==> src/rtl/miss_pkg.sv <==
// Sizes are fixed here for a four-thread core with 32-bit addresses; one queue entry per thread
`default_nettype none

package miss_pkg;

	// Hardware threads per core, also the number of miss queue entries
	localparam int THREADS_PER_CORE = 4;

	// Width of an address or a data word
	localparam int SCALAR_WIDTH = 32;

	// Index width derived from the thread count
	localparam int THREAD_IDX_WIDTH = $clog2(THREADS_PER_CORE);

	// Byte address or data word
	typedef logic [SCALAR_WIDTH - 1:0] scalar_t;

	// Hardware thread index
	typedef logic [THREAD_IDX_WIDTH - 1:0] thread_idx_t;

	// Miss queue entry index, one entry per thread
	typedef logic [THREAD_IDX_WIDTH - 1:0] miss_entry_idx_t;

	// One bit per thread, used for waiting sets and wakeups
	typedef logic [THREADS_PER_CORE - 1:0] thread_mask_t;

endpackage

`default_nettype wire

==> src/rtl/bus_pkg.sv <==
// AXI4-Lite read side only; timeout counts cycles after the AR handshake and must fit timer_count_t
`default_nettype none

package bus_pkg;

	// AXI read response codes
	typedef enum logic [1:0] {
		OKAY   = 2'b00,
		EXOKAY = 2'b01,
		SLVERR = 2'b10,
		DECERR = 2'b11
	} axi_resp_t;

	// Fill FSM states
	typedef enum logic [2:0] {
		FILL_IDLE,
		FILL_ADDR,
		FILL_DATA,
		FILL_WAKE,
		FILL_DRAIN
	} fill_state_t;

	// Cycles to wait for read data once the address is accepted
	localparam int RESPONSE_TIMEOUT = 64;

	// Counter wide enough to hold RESPONSE_TIMEOUT
	typedef logic [$clog2(RESPONSE_TIMEOUT + 1) - 1:0] timer_count_t;

endpackage

`default_nettype wire

==> src/rtl/rr_arbiter.sv <==
// Grant is combinational from request and pointer; pointer only moves when advance is high
`default_nettype none

module rr_arbiter (
	input  logic                      clk,
	input  logic                      reset,
	input  miss_pkg::thread_mask_t    request,
	input  logic                      advance,
	output miss_pkg::thread_mask_t    grant_oh,
	output miss_pkg::miss_entry_idx_t grant_idx
);

	// Entry with the highest priority this cycle
	miss_pkg::miss_entry_idx_t priority_ptr;

	// Scan from the pointer upward and wrap, first request wins
	always_comb
	begin
		miss_pkg::miss_entry_idx_t candidate;
		logic found;
		grant_oh = '0;
		grant_idx = '0;
		found = 1'b0;
		for (int offset = 0; offset < miss_pkg::THREADS_PER_CORE; offset++)
		begin
			// Two-bit add wraps around the entry count
			candidate = priority_ptr + miss_pkg::miss_entry_idx_t'(offset);
			if (!found && request[candidate])
			begin
				found = 1'b1;
				grant_oh[candidate] = 1'b1;
				grant_idx = candidate;
			end
		end
	end

	// Granted entry drops to lowest priority once it is taken
	always_ff @(posedge clk or posedge reset)
	begin
		if (reset)
			priority_ptr <= '0;
		else if (advance)
			priority_ptr <= grant_idx + miss_pkg::miss_entry_idx_t'(1);
	end

	// At most one grant, and advance only consumes a real grant
	assert property (@(posedge clk) disable iff (reset)
		$onehot0(grant_oh) && (advance -> |grant_oh));

endmodule

`default_nettype wire

==> src/rtl/l1_miss_queue.sv <==
// Core must not miss on a thread again before its wake, nor merge into an entry in its wake cycle
`default_nettype none

module l1_miss_queue (
	input  logic                      clk,
	input  logic                      reset,
	input  logic                      cache_miss,
	input  miss_pkg::scalar_t         cache_miss_addr,
	input  miss_pkg::thread_idx_t     cache_miss_thread_idx,
	input  logic                      cache_miss_synchronized,
	output logic                      dequeue_ready,
	input  logic                      dequeue_ack,
	output miss_pkg::scalar_t         dequeue_addr,
	output miss_pkg::miss_entry_idx_t dequeue_idx,
	input  logic                      wake_en,
	input  miss_pkg::miss_entry_idx_t wake_idx,
	output miss_pkg::thread_mask_t    wake_oh
);

	// Per-entry control state
	logic entry_valid [miss_pkg::THREADS_PER_CORE];
	logic entry_sent  [miss_pkg::THREADS_PER_CORE];

	// Per-entry payload
	miss_pkg::thread_mask_t entry_mask [miss_pkg::THREADS_PER_CORE];
	miss_pkg::scalar_t      entry_addr [miss_pkg::THREADS_PER_CORE];
	logic                   entry_sync [miss_pkg::THREADS_PER_CORE];

	miss_pkg::thread_mask_t    miss_thread_oh;
	miss_pkg::thread_mask_t    collided_oh;
	miss_pkg::thread_mask_t    send_request;
	miss_pkg::thread_mask_t    send_grant_oh;
	miss_pkg::miss_entry_idx_t send_grant_idx;
	logic                      allocate;

	// Thread that missed, as a mask bit
	assign miss_thread_oh = miss_pkg::thread_mask_t'(1) << cache_miss_thread_idx;

	// Match against pending entries; synchronized misses stay on their own
	always_comb
	begin
		for (int e = 0; e < miss_pkg::THREADS_PER_CORE; e++)
		begin
			collided_oh[e] = entry_valid[e] && entry_addr[e] == cache_miss_addr
				&& !entry_sync[e] && !cache_miss_synchronized;
			// Only entries not yet on the bus compete for the send slot
			send_request[e] = entry_valid[e] && !entry_sent[e];
		end
	end

	// No match means the miss takes its own thread's slot
	assign allocate = cache_miss && !(|collided_oh);

	rr_arbiter i_send_arbiter (
		.clk       (clk),
		.reset     (reset),
		.request   (send_request),
		.advance   (dequeue_ack),
		.grant_oh  (send_grant_oh),
		.grant_idx (send_grant_idx)
	);

	assign dequeue_ready = |send_request;
	assign dequeue_addr = entry_addr[send_grant_idx];
	assign dequeue_idx = send_grant_idx;

	// Wake everyone merged into the finished entry
	assign wake_oh = wake_en ? entry_mask[wake_idx] : '0;

	// Entry lifecycle: allocate, send, free on wake
	always_ff @(posedge clk or posedge reset)
	begin
		if (reset)
		begin
			for (int e = 0; e < miss_pkg::THREADS_PER_CORE; e++)
			begin
				entry_valid[e] <= 1'b0;
				entry_sent[e] <= 1'b0;
			end
		end
		else
		begin
			for (int e = 0; e < miss_pkg::THREADS_PER_CORE; e++)
			begin
				if (dequeue_ack && send_grant_oh[e])
					entry_sent[e] <= 1'b1;
				else if (allocate && miss_thread_oh[e])
				begin
					entry_valid[e] <= 1'b1;
					entry_sent[e] <= 1'b0;
				end
				else if (wake_en && wake_idx == miss_pkg::miss_entry_idx_t'(e))
					entry_valid[e] <= 1'b0;
			end
		end
	end

	// Address, flags and waiting set
	always_ff @(posedge clk)
	begin
		for (int e = 0; e < miss_pkg::THREADS_PER_CORE; e++)
		begin
			if (allocate && miss_thread_oh[e])
			begin
				entry_addr[e] <= cache_miss_addr;
				entry_sync[e] <= cache_miss_synchronized;
				entry_mask[e] <= miss_thread_oh;
			end
			else if (cache_miss && collided_oh[e])
			begin
				// Piggyback on the read already pending or in flight
				entry_mask[e] <= entry_mask[e] | miss_thread_oh;
			end
		end
	end

	// Slot of a non-merging miss must be free
	assert property (@(posedge clk) disable iff (reset)
		allocate |-> !entry_valid[cache_miss_thread_idx]);

	// FSM only takes entries that are waiting to be sent
	assert property (@(posedge clk) disable iff (reset)
		dequeue_ack |-> entry_valid[dequeue_idx] && !entry_sent[dequeue_idx]);

	// Merge into an entry being freed would lose the thread
	assert property (@(posedge clk) disable iff (reset)
		!(cache_miss && wake_en && collided_oh[wake_idx]));

endmodule

`default_nettype wire

==> src/rtl/fill_fsm.sv <==
// One read in flight; after a timeout the late beat is drained before the next entry is taken
`default_nettype none

module fill_fsm (
	input  logic                      clk,
	input  logic                      reset,
	input  logic                      dequeue_ready,
	input  miss_pkg::scalar_t         dequeue_addr,
	input  miss_pkg::miss_entry_idx_t dequeue_idx,
	output logic                      dequeue_ack,
	output logic                      wake_en,
	output miss_pkg::miss_entry_idx_t wake_idx,
	output logic                      arvalid,
	input  logic                      arready,
	output miss_pkg::scalar_t         araddr,
	output logic [2:0]                arprot,
	input  logic                      rvalid,
	output logic                      rready,
	input  miss_pkg::scalar_t         rdata,
	input  bus_pkg::axi_resp_t        rresp,
	output logic                      timer_start,
	output logic                      timer_stop,
	input  logic                      timer_expired,
	output miss_pkg::scalar_t         fill_data,
	output logic                      fill_error
);

	bus_pkg::fill_state_t state;
	bus_pkg::fill_state_t next_state;

	// Set when the response timer fired, a beat is still owed
	logic timed_out;

	// Take an entry only when idle
	assign dequeue_ack = state == bus_pkg::FILL_IDLE && dequeue_ready;

	// Bus outputs follow the state
	assign arvalid = state == bus_pkg::FILL_ADDR;
	assign rready = state == bus_pkg::FILL_DATA || state == bus_pkg::FILL_DRAIN;
	// Unprivileged secure data access
	assign arprot = 3'b000;

	assign wake_en = state == bus_pkg::FILL_WAKE;

	// Timer covers the gap between the two handshakes
	assign timer_start = arvalid && arready;
	assign timer_stop = state == bus_pkg::FILL_DATA && rvalid;

	always_comb
	begin
		next_state = state;
		case (state)
			bus_pkg::FILL_IDLE:
				if (dequeue_ready)
					next_state = bus_pkg::FILL_ADDR;
			bus_pkg::FILL_ADDR:
				if (arready)
					next_state = bus_pkg::FILL_DATA;
			bus_pkg::FILL_DATA:
				if (rvalid || timer_expired)
					next_state = bus_pkg::FILL_WAKE;
			// Owed beat goes to drain, otherwise ready for the next entry
			bus_pkg::FILL_WAKE:
				next_state = timed_out ? bus_pkg::FILL_DRAIN : bus_pkg::FILL_IDLE;
			bus_pkg::FILL_DRAIN:
				if (rvalid)
					next_state = bus_pkg::FILL_IDLE;
			default:
				next_state = bus_pkg::FILL_IDLE;
		endcase
	end

	always_ff @(posedge clk or posedge reset)
	begin
		if (reset)
		begin
			state <= bus_pkg::FILL_IDLE;
			timed_out <= 1'b0;
			fill_error <= 1'b0;
		end
		else
		begin
			state <= next_state;
			if (state == bus_pkg::FILL_DATA)
			begin
				// Data wins over an expiry in the same cycle
				if (rvalid)
					fill_error <= rresp != bus_pkg::OKAY;
				else if (timer_expired)
				begin
					fill_error <= 1'b1;
					timed_out <= 1'b1;
				end
			end
			// Late beat discarded here
			if (state == bus_pkg::FILL_DRAIN && rvalid)
				timed_out <= 1'b0;
		end
	end

	// Request address, wake target and returned word
	always_ff @(posedge clk)
	begin
		if (dequeue_ack)
		begin
			araddr <= dequeue_addr;
			wake_idx <= dequeue_idx;
		end
		if (state == bus_pkg::FILL_DATA)
		begin
			if (rvalid)
				fill_data <= rdata;
			else if (timer_expired)
				fill_data <= '0;
		end
	end

	// AR payload holds until accepted
	assert property (@(posedge clk) disable iff (reset)
		arvalid && !arready |=> arvalid && $stable(araddr));

	// Wake comes straight out of the data phase
	assert property (@(posedge clk) disable iff (reset)
		wake_en |-> state == bus_pkg::FILL_WAKE && $past(state) == bus_pkg::FILL_DATA);

endmodule

`default_nettype wire

==> src/rtl/response_timer.sv <==
// Start has priority over stop; expiry pulses once, RESPONSE_TIMEOUT cycles after start
`default_nettype none

module response_timer (
	input  logic clk,
	input  logic reset,
	input  logic timer_start,
	input  logic timer_stop,
	output logic timer_expired
);

	logic                  armed;
	bus_pkg::timer_count_t count;

	// Fires in the cycle the count reaches zero
	assign timer_expired = armed && count == '0;

	always_ff @(posedge clk or posedge reset)
	begin
		if (reset)
		begin
			armed <= 1'b0;
			count <= '0;
		end
		else if (timer_start)
		begin
			armed <= 1'b1;
			count <= bus_pkg::timer_count_t'(bus_pkg::RESPONSE_TIMEOUT);
		end
		// Early stop or single-cycle expiry pulse
		else if (timer_stop || timer_expired)
			armed <= 1'b0;
		else if (armed)
			count <= count - bus_pkg::timer_count_t'(1);
	end

endmodule

`default_nettype wire

==> src/rtl/miss_unit_top.sv <==
// Miss input is a one-cycle pulse without back-pressure; wake_oh is valid only when non-zero
`default_nettype none

module miss_unit_top (
	input  logic                   clk,
	input  logic                   reset,

	// Core miss report
	input  logic                   cache_miss,
	input  miss_pkg::scalar_t      cache_miss_addr,
	input  miss_pkg::thread_idx_t  cache_miss_thread_idx,
	input  logic                   cache_miss_synchronized,

	// Core wakeup
	output miss_pkg::thread_mask_t wake_oh,
	output miss_pkg::scalar_t      fill_data,
	output logic                   fill_error,

	// AXI4-Lite read address channel
	output logic                   arvalid,
	input  logic                   arready,
	output miss_pkg::scalar_t      araddr,
	output logic [2:0]             arprot,

	// AXI4-Lite read data channel
	input  logic                   rvalid,
	output logic                   rready,
	input  miss_pkg::scalar_t      rdata,
	input  bus_pkg::axi_resp_t     rresp
);

	logic                      dequeue_ready;
	logic                      dequeue_ack;
	miss_pkg::scalar_t         dequeue_addr;
	miss_pkg::miss_entry_idx_t dequeue_idx;
	logic                      wake_en;
	miss_pkg::miss_entry_idx_t wake_idx;
	logic                      timer_start;
	logic                      timer_stop;
	logic                      timer_expired;

	l1_miss_queue i_l1_miss_queue (
		.clk                     (clk),
		.reset                   (reset),
		.cache_miss              (cache_miss),
		.cache_miss_addr         (cache_miss_addr),
		.cache_miss_thread_idx   (cache_miss_thread_idx),
		.cache_miss_synchronized (cache_miss_synchronized),
		.dequeue_ready           (dequeue_ready),
		.dequeue_ack             (dequeue_ack),
		.dequeue_addr            (dequeue_addr),
		.dequeue_idx             (dequeue_idx),
		.wake_en                 (wake_en),
		.wake_idx                (wake_idx),
		.wake_oh                 (wake_oh)
	);

	fill_fsm i_fill_fsm (
		.clk           (clk),
		.reset         (reset),
		.dequeue_ready (dequeue_ready),
		.dequeue_addr  (dequeue_addr),
		.dequeue_idx   (dequeue_idx),
		.dequeue_ack   (dequeue_ack),
		.wake_en       (wake_en),
		.wake_idx      (wake_idx),
		.arvalid       (arvalid),
		.arready       (arready),
		.araddr        (araddr),
		.arprot        (arprot),
		.rvalid        (rvalid),
		.rready        (rready),
		.rdata         (rdata),
		.rresp         (rresp),
		.timer_start   (timer_start),
		.timer_stop    (timer_stop),
		.timer_expired (timer_expired),
		.fill_data     (fill_data),
		.fill_error    (fill_error)
	);

	response_timer i_response_timer (
		.clk           (clk),
		.reset         (reset),
		.timer_start   (timer_start),
		.timer_stop    (timer_stop),
		.timer_expired (timer_expired)
	);

endmodule

`default_nettype wire

==> config.mk <==
export PLATFORM = sky130hd
export DESIGN_NAME = miss_unit_top
export DESIGN_NICKNAME = d
export VERILOG_FILES = /design/src/rtl/miss_pkg.sv /design/src/rtl/bus_pkg.sv /design/src/rtl/rr_arbiter.sv /design/src/rtl/l1_miss_queue.sv /design/src/rtl/fill_fsm.sv /design/src/rtl/response_timer.sv /design/src/rtl/miss_unit_top.sv
export SDC_FILE = /design/constraint.sdc
export NUM_CORES = 1
export LEC_CHECK = 0
export BUFFER_PORTS_ARGS = -buffer_cell sky130_fd_sc_hd__buf_4
export CORE_ASPECT_RATIO = 1.75
export CORE_MARGIN = 2
export CORE_UTILIZATION = 30
export DETAILED_ROUTE_END_ITERATION = 8
export HOLD_SLACK_MARGIN = 0.1
export PLACE_DENSITY_LB_ADDON = 0.15
export SYNTH_ARGS = -nofsm -noshare
export SYNTH_HDL_FRONTEND = slang
export SYNTH_SLANG_ARGS = --single-unit
==> constraint.sdc <==
create_clock -name clk -period 5.1 [get_ports clk]
set_clock_uncertainty 0.1 [all_clocks]
set_input_delay 0.51 -clock clk [delete_from_list [all_inputs] [get_ports clk]]
set_output_delay 0.51 -clock clk [all_outputs]
set_load 0.03 [all_outputs]
Yosys cells after proc, flatten, opt, wreduce, memory -nomap -nowiden --
Memories as Yosys holds them, arrays and structs flattened. A register that Yosys moved wholly into a read port is not among the register bits. Cells that the tools add are included.
Cells by class: $add $sub $neg 5, shifts and indexed selects 1, muxes and demuxes 87, $lt $le $gt $ge 8, reduce and logical (&&, ||, !) cells 88, bitwise gates (word level) 15, equality and inequality tests 17
Operators with widths (count):
- $eq A32 B32 Y1 | 4
- $mux W32 | 2
- $mux W1 | 54
- $logic_and A1 B1 Y1 | 45
- $mux W4 | 9
- $or A4 B4 Y4 | 7
- $reduce_bool A2 Y1 | 14
- $mux W7 | 3
- $mux W3 | 5
- $pmux W3 S5 | 1
- $logic_not A1 Y1 | 13
- $lt A2 B3 Y1 const B | 4
- $reduce_and A2 Y1 | 6
- $mux W2 | 5
- $bmux W1 S2 | 4
- $demux W1 S2 | 4
- $ge A2 B1 Y1 const B | 4
- $reduce_or A4 Y1 | 2
- $logic_not A7 Y1 | 1
- $sub A7 B1 Y7 const B | 1
- $eq A3 B2 Y1 const B | 2
- $ne A2 B1 Y1 const B | 3
- $ne A2 B2 Y1 const B | 3
- $add A2 B1 Y2 const B | 2
- 13 further kinds | 23
Storage, ports and cells: RAM bits 148, bits of input ports 74, memories kept 3, register bits after elaboration 57, output and inout port bits 74
Memory list:
- i_l1_miss_queue.entry_addr | depth 4, width 32, read ports 5, clocked after memory_dff 1, write ports 4, line l1_miss_queue.sv:26 | miss_pkg::scalar_t entry_addr [miss_pkg::THREADS_PER_CORE];
- i_l1_miss_queue.entry_mask | depth 4, width 4, read ports 5, clocked after memory_dff 1, write ports 4, line l1_miss_queue.sv:25 | miss_pkg::thread_mask_t entry_mask [miss_pkg::THREADS_PER_CORE];
- i_l1_miss_queue.entry_sync | depth 4, width 1, read ports 4, clocked after memory_dff 0, write ports 4, line l1_miss_queue.sv:27 | logic entry_sync [miss_pkg::THREADS_PER_CORE];

Depth between registers and ports, before layout --
Gate-level depths: netlist of the first run.
depth in word-level cells 17, gate-level depth with buffers 10

By module --
Synthesis of the first run repeated with hierarchy kept, for this count alone.
Second synthesis, totals: cells, all modules 707, area total of the unflattened synthesis 10892.9 sq um
Modules (own cells, without submodules):
- l1_miss_queue | area each 7438.4 sq um, instances 1, seq. area each 4644.5 sq um, cells each 470
- fill_fsm | area each 2556.2 sq um, instances 1, seq. area each 2107.0 sq um, cells each 141
- rr_arbiter | area each 465.4 sq um, instances 1, seq. area each 50.0 sq um, cells each 52
- response_timer | area each 432.9 sq um, instances 1, seq. area each 200.2 sq um, cells each 44

Worst setup path after synthesis of the first run --
Ideal clock, no wire load.
path type register to register, start point reg i_response_timer.count[2], end point reg i_fill_fsm.fill_data[0], enable pin, path buffers 0, clock period less this slack 5.129 ns, slack -0.029 ns, cell stages (with the launch flop) 5, setup time 0.517 ns, arrival time 4.512 ns, cells stage by stage dfrtp_1 nor4_1 and4_1 nor2_1 nor4b_1
Between the ends: longest elaborated chain between the ends 4
RTL lines:
- start, declared | line response_timer.sv:13 | bus_pkg::timer_count_t count;
- start signal, assigned | line response_timer.sv:28 | count <= bus_pkg::timer_count_t'(bus_pkg::RESPONSE_TIMEOUT);
- start signal, assigned | line response_timer.sv:34 | count <= count - bus_pkg::timer_count_t'(1);
- $logic_not A7 Y1 | line response_timer.sv:16 | assign timer_expired = armed && count == '0;
- $logic_and A1 B1 Y1 | line response_timer.sv:16
- $reduce_bool A2 Y1 (no line)
- $reduce_and A2 Y1 (no line)
- end signal, assigned | line fill_fsm.sv:112 | fill_data <= rdata;
- end, declared | line fill_fsm.sv:24 | output miss_pkg::scalar_t fill_data,
Every way passes these cells. A chain may end at the register's enable or synchronous reset.

Final worst setup path of the first run --
start point reg i_l1_miss_queue.i_send_arbiter.priority_ptr[0], end point reg i_fill_fsm.araddr[15], read port of i_l1_miss_queue.entry_addr, data pin
Between the ends: longest elaborated chain between the ends 12, elaborated cells on any way between the ends 24
RTL lines:
- start, declared | line rr_arbiter.sv:14 | miss_pkg::miss_entry_idx_t priority_ptr;
- start signal, assigned | line rr_arbiter.sv:43 | priority_ptr <= grant_idx + miss_pkg::miss_entry_idx_t'(1);
- branches (longest 11 deep; another with $add A2 B1 Y2)
- $mux W2 * | line rr_arbiter.sv:28 | if (!found && request[candidate])
- end, declared | line fill_fsm.sv:15 | output miss_pkg::scalar_t araddr,
Mark *: on every way between the ends. The select of a mux whose other input is x is not followed.

==> results of run 1 <==
-- cell families after synthesis --
family	after synthesis	share of synthesized area, %
AO/OA/AOI/OAI	58	3.981
XOR/XNOR	135	10.63
adder cells (fa/ha/maj)	10	1.125
buffers and inverters	35	1.732
flip-flops	239	63.29
multiplexers	44	8.558
other	1	0.03371
AND/OR/NAND/NOR	213	10.65
-- power by group through the flow --
| stage | Sequential [mW] | Combinational, mW | Clock (mW) |
|---|---|---|---|
| after floorplan | 3.20 | 2.15 | 0 |
| after global placement | 2.99 | 3.34 | 0 |
| after detailed placement | 2.97 | 3.39 | 0 |
| after CTS | 2.94 | 3.38 | 1.74 |
| after global routing | 2.98 | 3.54 | 1.81 |
| final | 2.94 | 3.32 | 1.68 |
-- final timing paths --
| path | from | slack (ps) | cells after the start | to |
|---|---|---|---|---|
| max | i_l1_miss_queue.i_send_arbiter.priority_ptr[0] | 770 | 8 | i_fill_fsm.araddr[15] |
| max reg2reg | i_l1_miss_queue.i_send_arbiter.priority_ptr[0] | 770 | 8 | i_fill_fsm.araddr[15] |
| min in group clk | cache_miss_synchronized | 120 | 1 | i_l1_miss_queue.entry_sync[2] |
| max in group asynchronous | reset | 4190 | 2 | i_fill_fsm.state[1] |
| min reg2reg | i_fill_fsm.timed_out | 410 | 2 | i_fill_fsm.timed_out |
| min | reset | 100 | 2 | i_l1_miss_queue.entry_valid[0] |
-- area by class of cell --
class | count | area share (%)
sequential | 239 | 52.01
multi-input combinational | 463 | 29.30
timing repair buffer | 155 | 8.686
clock buffer | 31 | 4.787
tap | 475 | 4.389
clock inverter | 13 | 0.5544
inverter | 10 | 0.2772
-- registers in the layout (all words and copies together), names as in the netlist, named ones only --
register	cells
i_l1_miss_queue.i_send_arbiter.priority_ptr	2
i_l1_miss_queue.entry_sent	4
i_l1_miss_queue.entry_mask	16
i_fill_fsm.araddr	32
i_fill_fsm.state	3
i_l1_miss_queue.entry_addr	128
i_fill_fsm.fill_data	32
i_l1_miss_queue.entry_sync	4
i_response_timer.count	7
i_fill_fsm.fill_error	1
i_fill_fsm.timed_out	1
i_fill_fsm.wake_idx	2
i_response_timer.armed	1
i_l1_miss_queue.entry_valid	4
-- routing by layer --
metal,share of wire (%),vias to the layer above
met5,0,-
met4,2.4,0
met3,4.0,32
met2,59,186
met1,35,3327
li1,-,3109
-- cells in the final DEF, fill, tap and decap left out, types with 5 or more instances in the layout --
| master | instances |
|---|---|
| inv_1 | 9 |
| nand2b_1 | 9 |
| nand3_1 | 23 |
| nand4_1 | 7 |
| xor2_1 | 118 |
| clkinv_1 | 8 |
| dfrtp_1 | 23 |
| o21ai_0 | 8 |
| nor2b_1 | 5 |
| mux4_2 | 38 |
| ha_1 | 10 |
| xnor2_1 | 17 |
| clkbuf_1 | 6 |
| buf_4 | 154 |
| clkbuf_16 | 25 |
| and2_1 | 43 |
| nor4_1 | 38 |
| edfxtp_1 | 214 |
| nand2_1 | 34 |
| a21o_1 | 7 |
| nor2_1 | 19 |
| a21oi_1 | 8 |
| nor3_1 | 8 |
| nor2_4 | 5 |
-- Yosys cell counts (all sizes together), types with 4 or more instances --
master | number | area [um^2]
a21o | 7 | 52.55
dfrtp | 23 | 575.6
xnor2 | 17 | 148.9
nand3 | 23 | 115.1
o21ai | 8 | 40.04
nor3 | 8 | 40.04
a2111oi | 4 | 35.03
nand2 | 34 | 127.6
a21oi | 8 | 40.04
buf | 9 | 95.09
nor4 | 38 | 237.7
xor2 | 118 | 1033
nor2 | 24 | 97.59
nand4 | 7 | 43.79
ha | 10 | 125.1
nor2b | 5 | 31.28
nand2b | 9 | 56.30
clkbuf | 16 | 60.06
inv | 9 | 33.78
edfxtp | 214 | 6426
a211o | 4 | 35.03
a211oi | 4 | 42.54
and2 | 44 | 277.8
mux4 | 40 | 908.4
-- metrics by stage --
stage	area (um^2)	hold WS [ps]	utilization (%)
after floorplan	11140	359.8	-
after global placement	12820	381.0	34.97
after detailed placement	12820	388.0	34.97
after CTS	13540	101.7	36.94
after global routing	13540	116.6	36.94
final	13540	96.86	36.94
==> flow_metrics.py, run 1 <==
metrics = {
    "outcome": {
        "status": "finished clean",
    },
    "timing": {
        "hold_viol": 0,
        "finalSetupTns_ps": 0,
        "slew_headroom_pct": 32.74,
        "period_share_pct": 84.93,
        "fin_crit_ps": 4331,
        "maxSlewViolCount": 0,
        "tightest_slew_ps": 999.7,
        "finalSetupViolCount": 0,
        "rsz0062_at_grt": "false",
        "setup_ws_ps": 768.7,
        "fmax_mhz": 230.9,
    },
    "drt": {
        "firstDrtPassIters": 5,
        "wl_um": 31050,
        "via_count": 6654,
        "via_per_inst": 4.801,
        "drc": 0,
        "drtAntennaViolNets": 0,
        "drt-initial-drc-count": 339,
        "wl_per_cell_um": 22.40,
    },
    "worst_setup_path": {
        "cp.required_ps": 5280,
        "path_class": "flip-flop to flip-flop",
        "worstSetupEndpointType": "flip-flop",
        "startpoint_type": "flip-flop",
        "crit_buf_inv": 2,
        "crit_path_max_fanout": 24,
        "cp.arrival_ps": 4510,
        "cp_top_family": "multiplexers",
        "slowest_delay_ps": 630,
        "slowest_stage": "dfrtp_1",
        "critPathMostFrequentCell": "mux4_2",
        "crit_chain": "clkinv_1 -> ha_1 -> mux4_2 -> and2_4 -> o21a_1 -> nor2_4 -> buf_12 -> mux4_2",
    },
    "pwr": {
        "clkPwrFrac_pct": 21.2,
        "intPower_mw": 5.039,
        "vdd_drop_max_uv": 335.8,
        "seqPwrFrac_pct": 37.0,
        "pwr-share-comb_pct": 41.8,
        "power.density_nw_per_um2": 586.3,
        "report.power.total_mw": 7.938,
        "p_sw_share_pct": 36.52,
        "leakagePower_nw": 4.902,
        "switchingPower_mw": 2.899,
    },
    "synthesis": {
        "ys_types": 60,
        "synth_seq_cells": 239,
        "syn_inst": 735,
        "synth_warnings": 0,
        "synthArstFlopShare_pct": 9.623,
        "ys_seq_area_share_pct": 63.29,
        "syn_area_per_cell_um2": 15.14,
        "synth_flop_cell": "edfxtp_1",
        "synth_area_um2": 11130,
        "synth_edf_count": 214,
    },
    "clocking": {
        "cts_root_buf": "clkbuf_16",
        "clock-sinks": 239,
        "cts_max_path_buffers": 3,
        "htree_levels": 1,
        "cts_resized": 0,
        "cts_setup_buffers": 0,
        "clock_latency_ps": 550,
        "holdBufCountCts": 0,
        "cts_tree": "done",
        "cts_buffers": 25,
        "clkSlewWorstSetupHoldPaths_ps": 70,
    },
    "layout": {
        "nets": 978,
        "diodes": 0,
        "seq_area_um2": 7042,
        "multi_input_area_um2": 3968,
        "fill_cells": 3555,
        "drive_gt1_share_pct": 26.56,
        "area_growth_pct": 21.71,
        "final_cells": 1386,
    },
    "global_route": {
        "grt_pass1_wl_um": 44960,
        "grt-ovfl-total": 0,
        "grt_pass1_vias": 6940,
        "top_usage_layer": "met2",
        "antenna_found_initial": 0,
        "track_usage_pct": 15.86,
        "gr-usage-met1_pct": 16.32,
        "grt_max_degree": 41,
        "grtUsageMet2_pct": 32.25,
        "grtUsageMet3_pct": 1.901,
    },
    "die": {
        "die_h_um": 258.8,
        "row_count": 93,
        "die-width_um": 149.6,
        "initial_core_util_pct": 30.35,
        "fp.dieArea_um2": 38700,
        "coreArea_um2": 36650,
        "ios": 148,
    },
    "placed_design": {
        "portBuffers": 144,
        "hpwl_um": 22320,
        "post-place-ws_ps": 730.0,
        "dpl.cell_count": 1342,
        "gp_congestion": 0.8095,
    },
    "run": {
        "cap_violations": 0,
    },
    "worst_hold_path": {
        "hp-class": "input pin to async pin",
    },
}
Note: power is estimated with default switching activity, not from simulation.
==> run 2: changes to the inputs <==
==> constraint.sdc (replaced) <==
create_clock -name clk -period 4.3 [get_ports clk]
set_clock_uncertainty 0.1 [all_clocks]
set_input_delay 0.43 -clock clk [delete_from_list [all_inputs] [get_ports clk]]
set_output_delay 0.43 -clock clk [all_outputs]
set_load 0.03 [all_outputs]
==> run 2 against run 1 <==
Effect of this change: register-to-register slack worse by 250 ps; final cell count is 5.4% higher; combinational power is 21% higher; critical path depth stayed put; wire length up 1.2%; global-route usage is 0.30 points higher; sequential cell count stayed put; hold slack improved by 120 ps; largest power group unchanged; count of clock-buffer cells in the layout grew 2; die area stayed put; largest cell class unchanged; critical path type unchanged; critical endpoint is now i_fill_fsm.araddr[30]; first-iteration DRC count grew 2.9%.
==> flow_metrics.py, run 2 (synthesis results as in run 1) <==
metrics = {
    "worst_setup_path": {
        "cp.arrival_ps": 3950,
        "r2r_start": "i_l1_miss_queue.i_send_arbiter.priority_ptr[0]",
        "crit_path_max_fanout": 35,
        "worstSetupEndpointType": "flip-flop",
        "startpoint_type": "flip-flop",
        "cp.required_ps": 4480,
        "cp-startpoint": "i_l1_miss_queue.i_send_arbiter.priority_ptr[0]",
        "path_class": "flip-flop to flip-flop",
    },
    "drt": {
        "drt-initial-drc-count": 349,
        "wl_per_cell_um": 21.51,
        "wl_met2_um": 17550,
        "met3_wirelength_um": 1301,
        "via_per_inst": 4.769,
        "firstDrtPassIters": 4,
        "drc": 0,
        "dr.max_layer_used": "met4",
        "wl_um": 31420,
        "via_count": 6968,
        "wl_met1_um": 10930,
        "drtAntennaViolNets": 0,
    },
    "placed_design": {
        "detailed_place.area_um2": 12930,
        "hpwl_um": 22260,
        "gp_congestion": 0.8342,
        "portBuffers": 144,
    },
    "timing": {
        "finalSetupViolCount": 0,
        "finalSetupTns_ps": 0,
        "period_share_pct": 87.83,
        "slew_headroom_pct": 35.81,
        "maxSlewViolCount": 0,
        "tightest_slew_ps": 961.7,
        "rsz0062_at_grt": "false",
        "fin_crit_ps": 3777,
        "hold_viol": 0,
        "fmax_mhz": 264.8,
    },
    "run": {
        "cap_violations": 0,
    },
    "clocking": {
        "htree_levels": 1,
        "clock_latency_ps": 540,
        "cts_root_buf": "clkbuf_16",
        "clock-sinks": 239,
        "cts_setup_buffers": 0,
        "holdBufCountCts": 69,
        "cts_buffers": 24,
        "cts_max_path_buffers": 3,
        "clkSlewWorstSetupHoldPaths_ps": 60,
        "cts_tree": "done",
        "cts_resized": 0,
    },
    "global_route": {
        "antenna_found_initial": 0,
        "grt-ovfl-total": 0,
        "grt_pass1_vias": 7375,
        "grt_pass1_wl_um": 45980,
        "grt_max_degree": 39,
        "track_usage_pct": 16.15,
    },
    "layout": {
        "nets": 1053,
        "fill_cells": 3451,
        "multi_input_area_um2": 3968,
        "top_regs": "i_l1_miss_queue.entry_addr: 128 flops, i_fill_fsm.araddr: 32 flops, i_fill_fsm.fill_data: 32 flops",
        "final_area_um2": 14320,
        "final_cell_mix": "edfxtp_1 (214), buf_4 (156), xor2_1 (118), dlygate4sd3_1 (69), and2_1 (43)",
        "largest_register_ffs": 128,
        "area_growth_pct": 28.74,
        "drive_gt1_share_pct": 25.05,
        "diodes": 0,
        "max_flop_register": "i_l1_miss_queue.entry_addr",
        "final_common_cell": "edfxtp_1",
        "seq_area_um2": 7042,
    },
    "die": {
        "initial_core_util_pct": 30.35,
        "die-width_um": 149.6,
        "die_h_um": 258.8,
        "row_count": 93,
        "coreArea_um2": 36650,
        "fp.dieArea_um2": 38700,
        "ios": 148,
    },
    "pwr": {
        "power.density_nw_per_um2": 658.8,
        "vdd_drop_max_uv": 500.6,
        "leakagePower_nw": 5.230,
    },
    "worst_hold_path": {
        "hp-class": "input pin to flip-flop",
        "min_from": "rvalid",
    },
    "outcome": {
        "status": "finished clean",
    },
}
run 2: per-layer routing:
layer / up-vias / track usage [%]
met4: 0 / 8.439
met1: 3449 / 16.66
met3: 62 / 2.113
met2: 202 / 31.07
li1: 3255 / -
met5: - / 0
run 2: cell type report:
| class | count | share of cell area, % |
|---|---|---|
| clock inverter | 10 | 0.3145 |
| multi-input combinational | 463 | 27.70 |
| tap | 475 | 4.149 |
| timing repair buffer | 231 | 13.84 |
| inverter | 10 | 0.2621 |
| clock buffer | 33 | 4.577 |
| sequential | 239 | 49.16 |
run 2: path summary, 6_finish.rpt:
check	endpoint	cells after the start	slack, ps
max	i_fill_fsm.araddr[30]	8	520
min	i_fill_fsm.state[2]	2	210
max reg2reg	i_fill_fsm.araddr[30]	8	520
min reg2reg	i_fill_fsm.timed_out	2	400
max in group asynchronous	i_l1_miss_queue.entry_sent[1]	3	2930
min in group asynchronous	i_response_timer.count[5]	3	580
run 2: stage by stage:
stage	cells	util (%)	hold WS, ps	total power [mW]	setup slack [ps]
after floorplan	737	-	331.9	6.345	591.3
after global placement	1349	35.28	384.9	7.546	605.9
after detailed placement	1349	35.28	384.5	7.568	561.6
after CTS	1461	39.08	201.8	9.613	546.8
after global routing	1461	39.08	248.6	9.943	345.1
final	1461	39.08	214.5	9.436	523.2
run 2: power breakdown:
part	switching [mW]	total (mW)	internal (mW)
combinational	2.22	4.01	1.79
sequential	0.310	3.47	3.16
clock	0.892	1.95	1.06
total	3.43	9.44	6.01
run 2: worst max-delay path: stages (launching register included):
cell and delay [ps]:
dfrtp_1 650, clkinv_1 170, ha_1 540, mux4_2 590
and2_4 200, o21a_1 210, nor2_4 110, buf_12 280
mux4_1 590
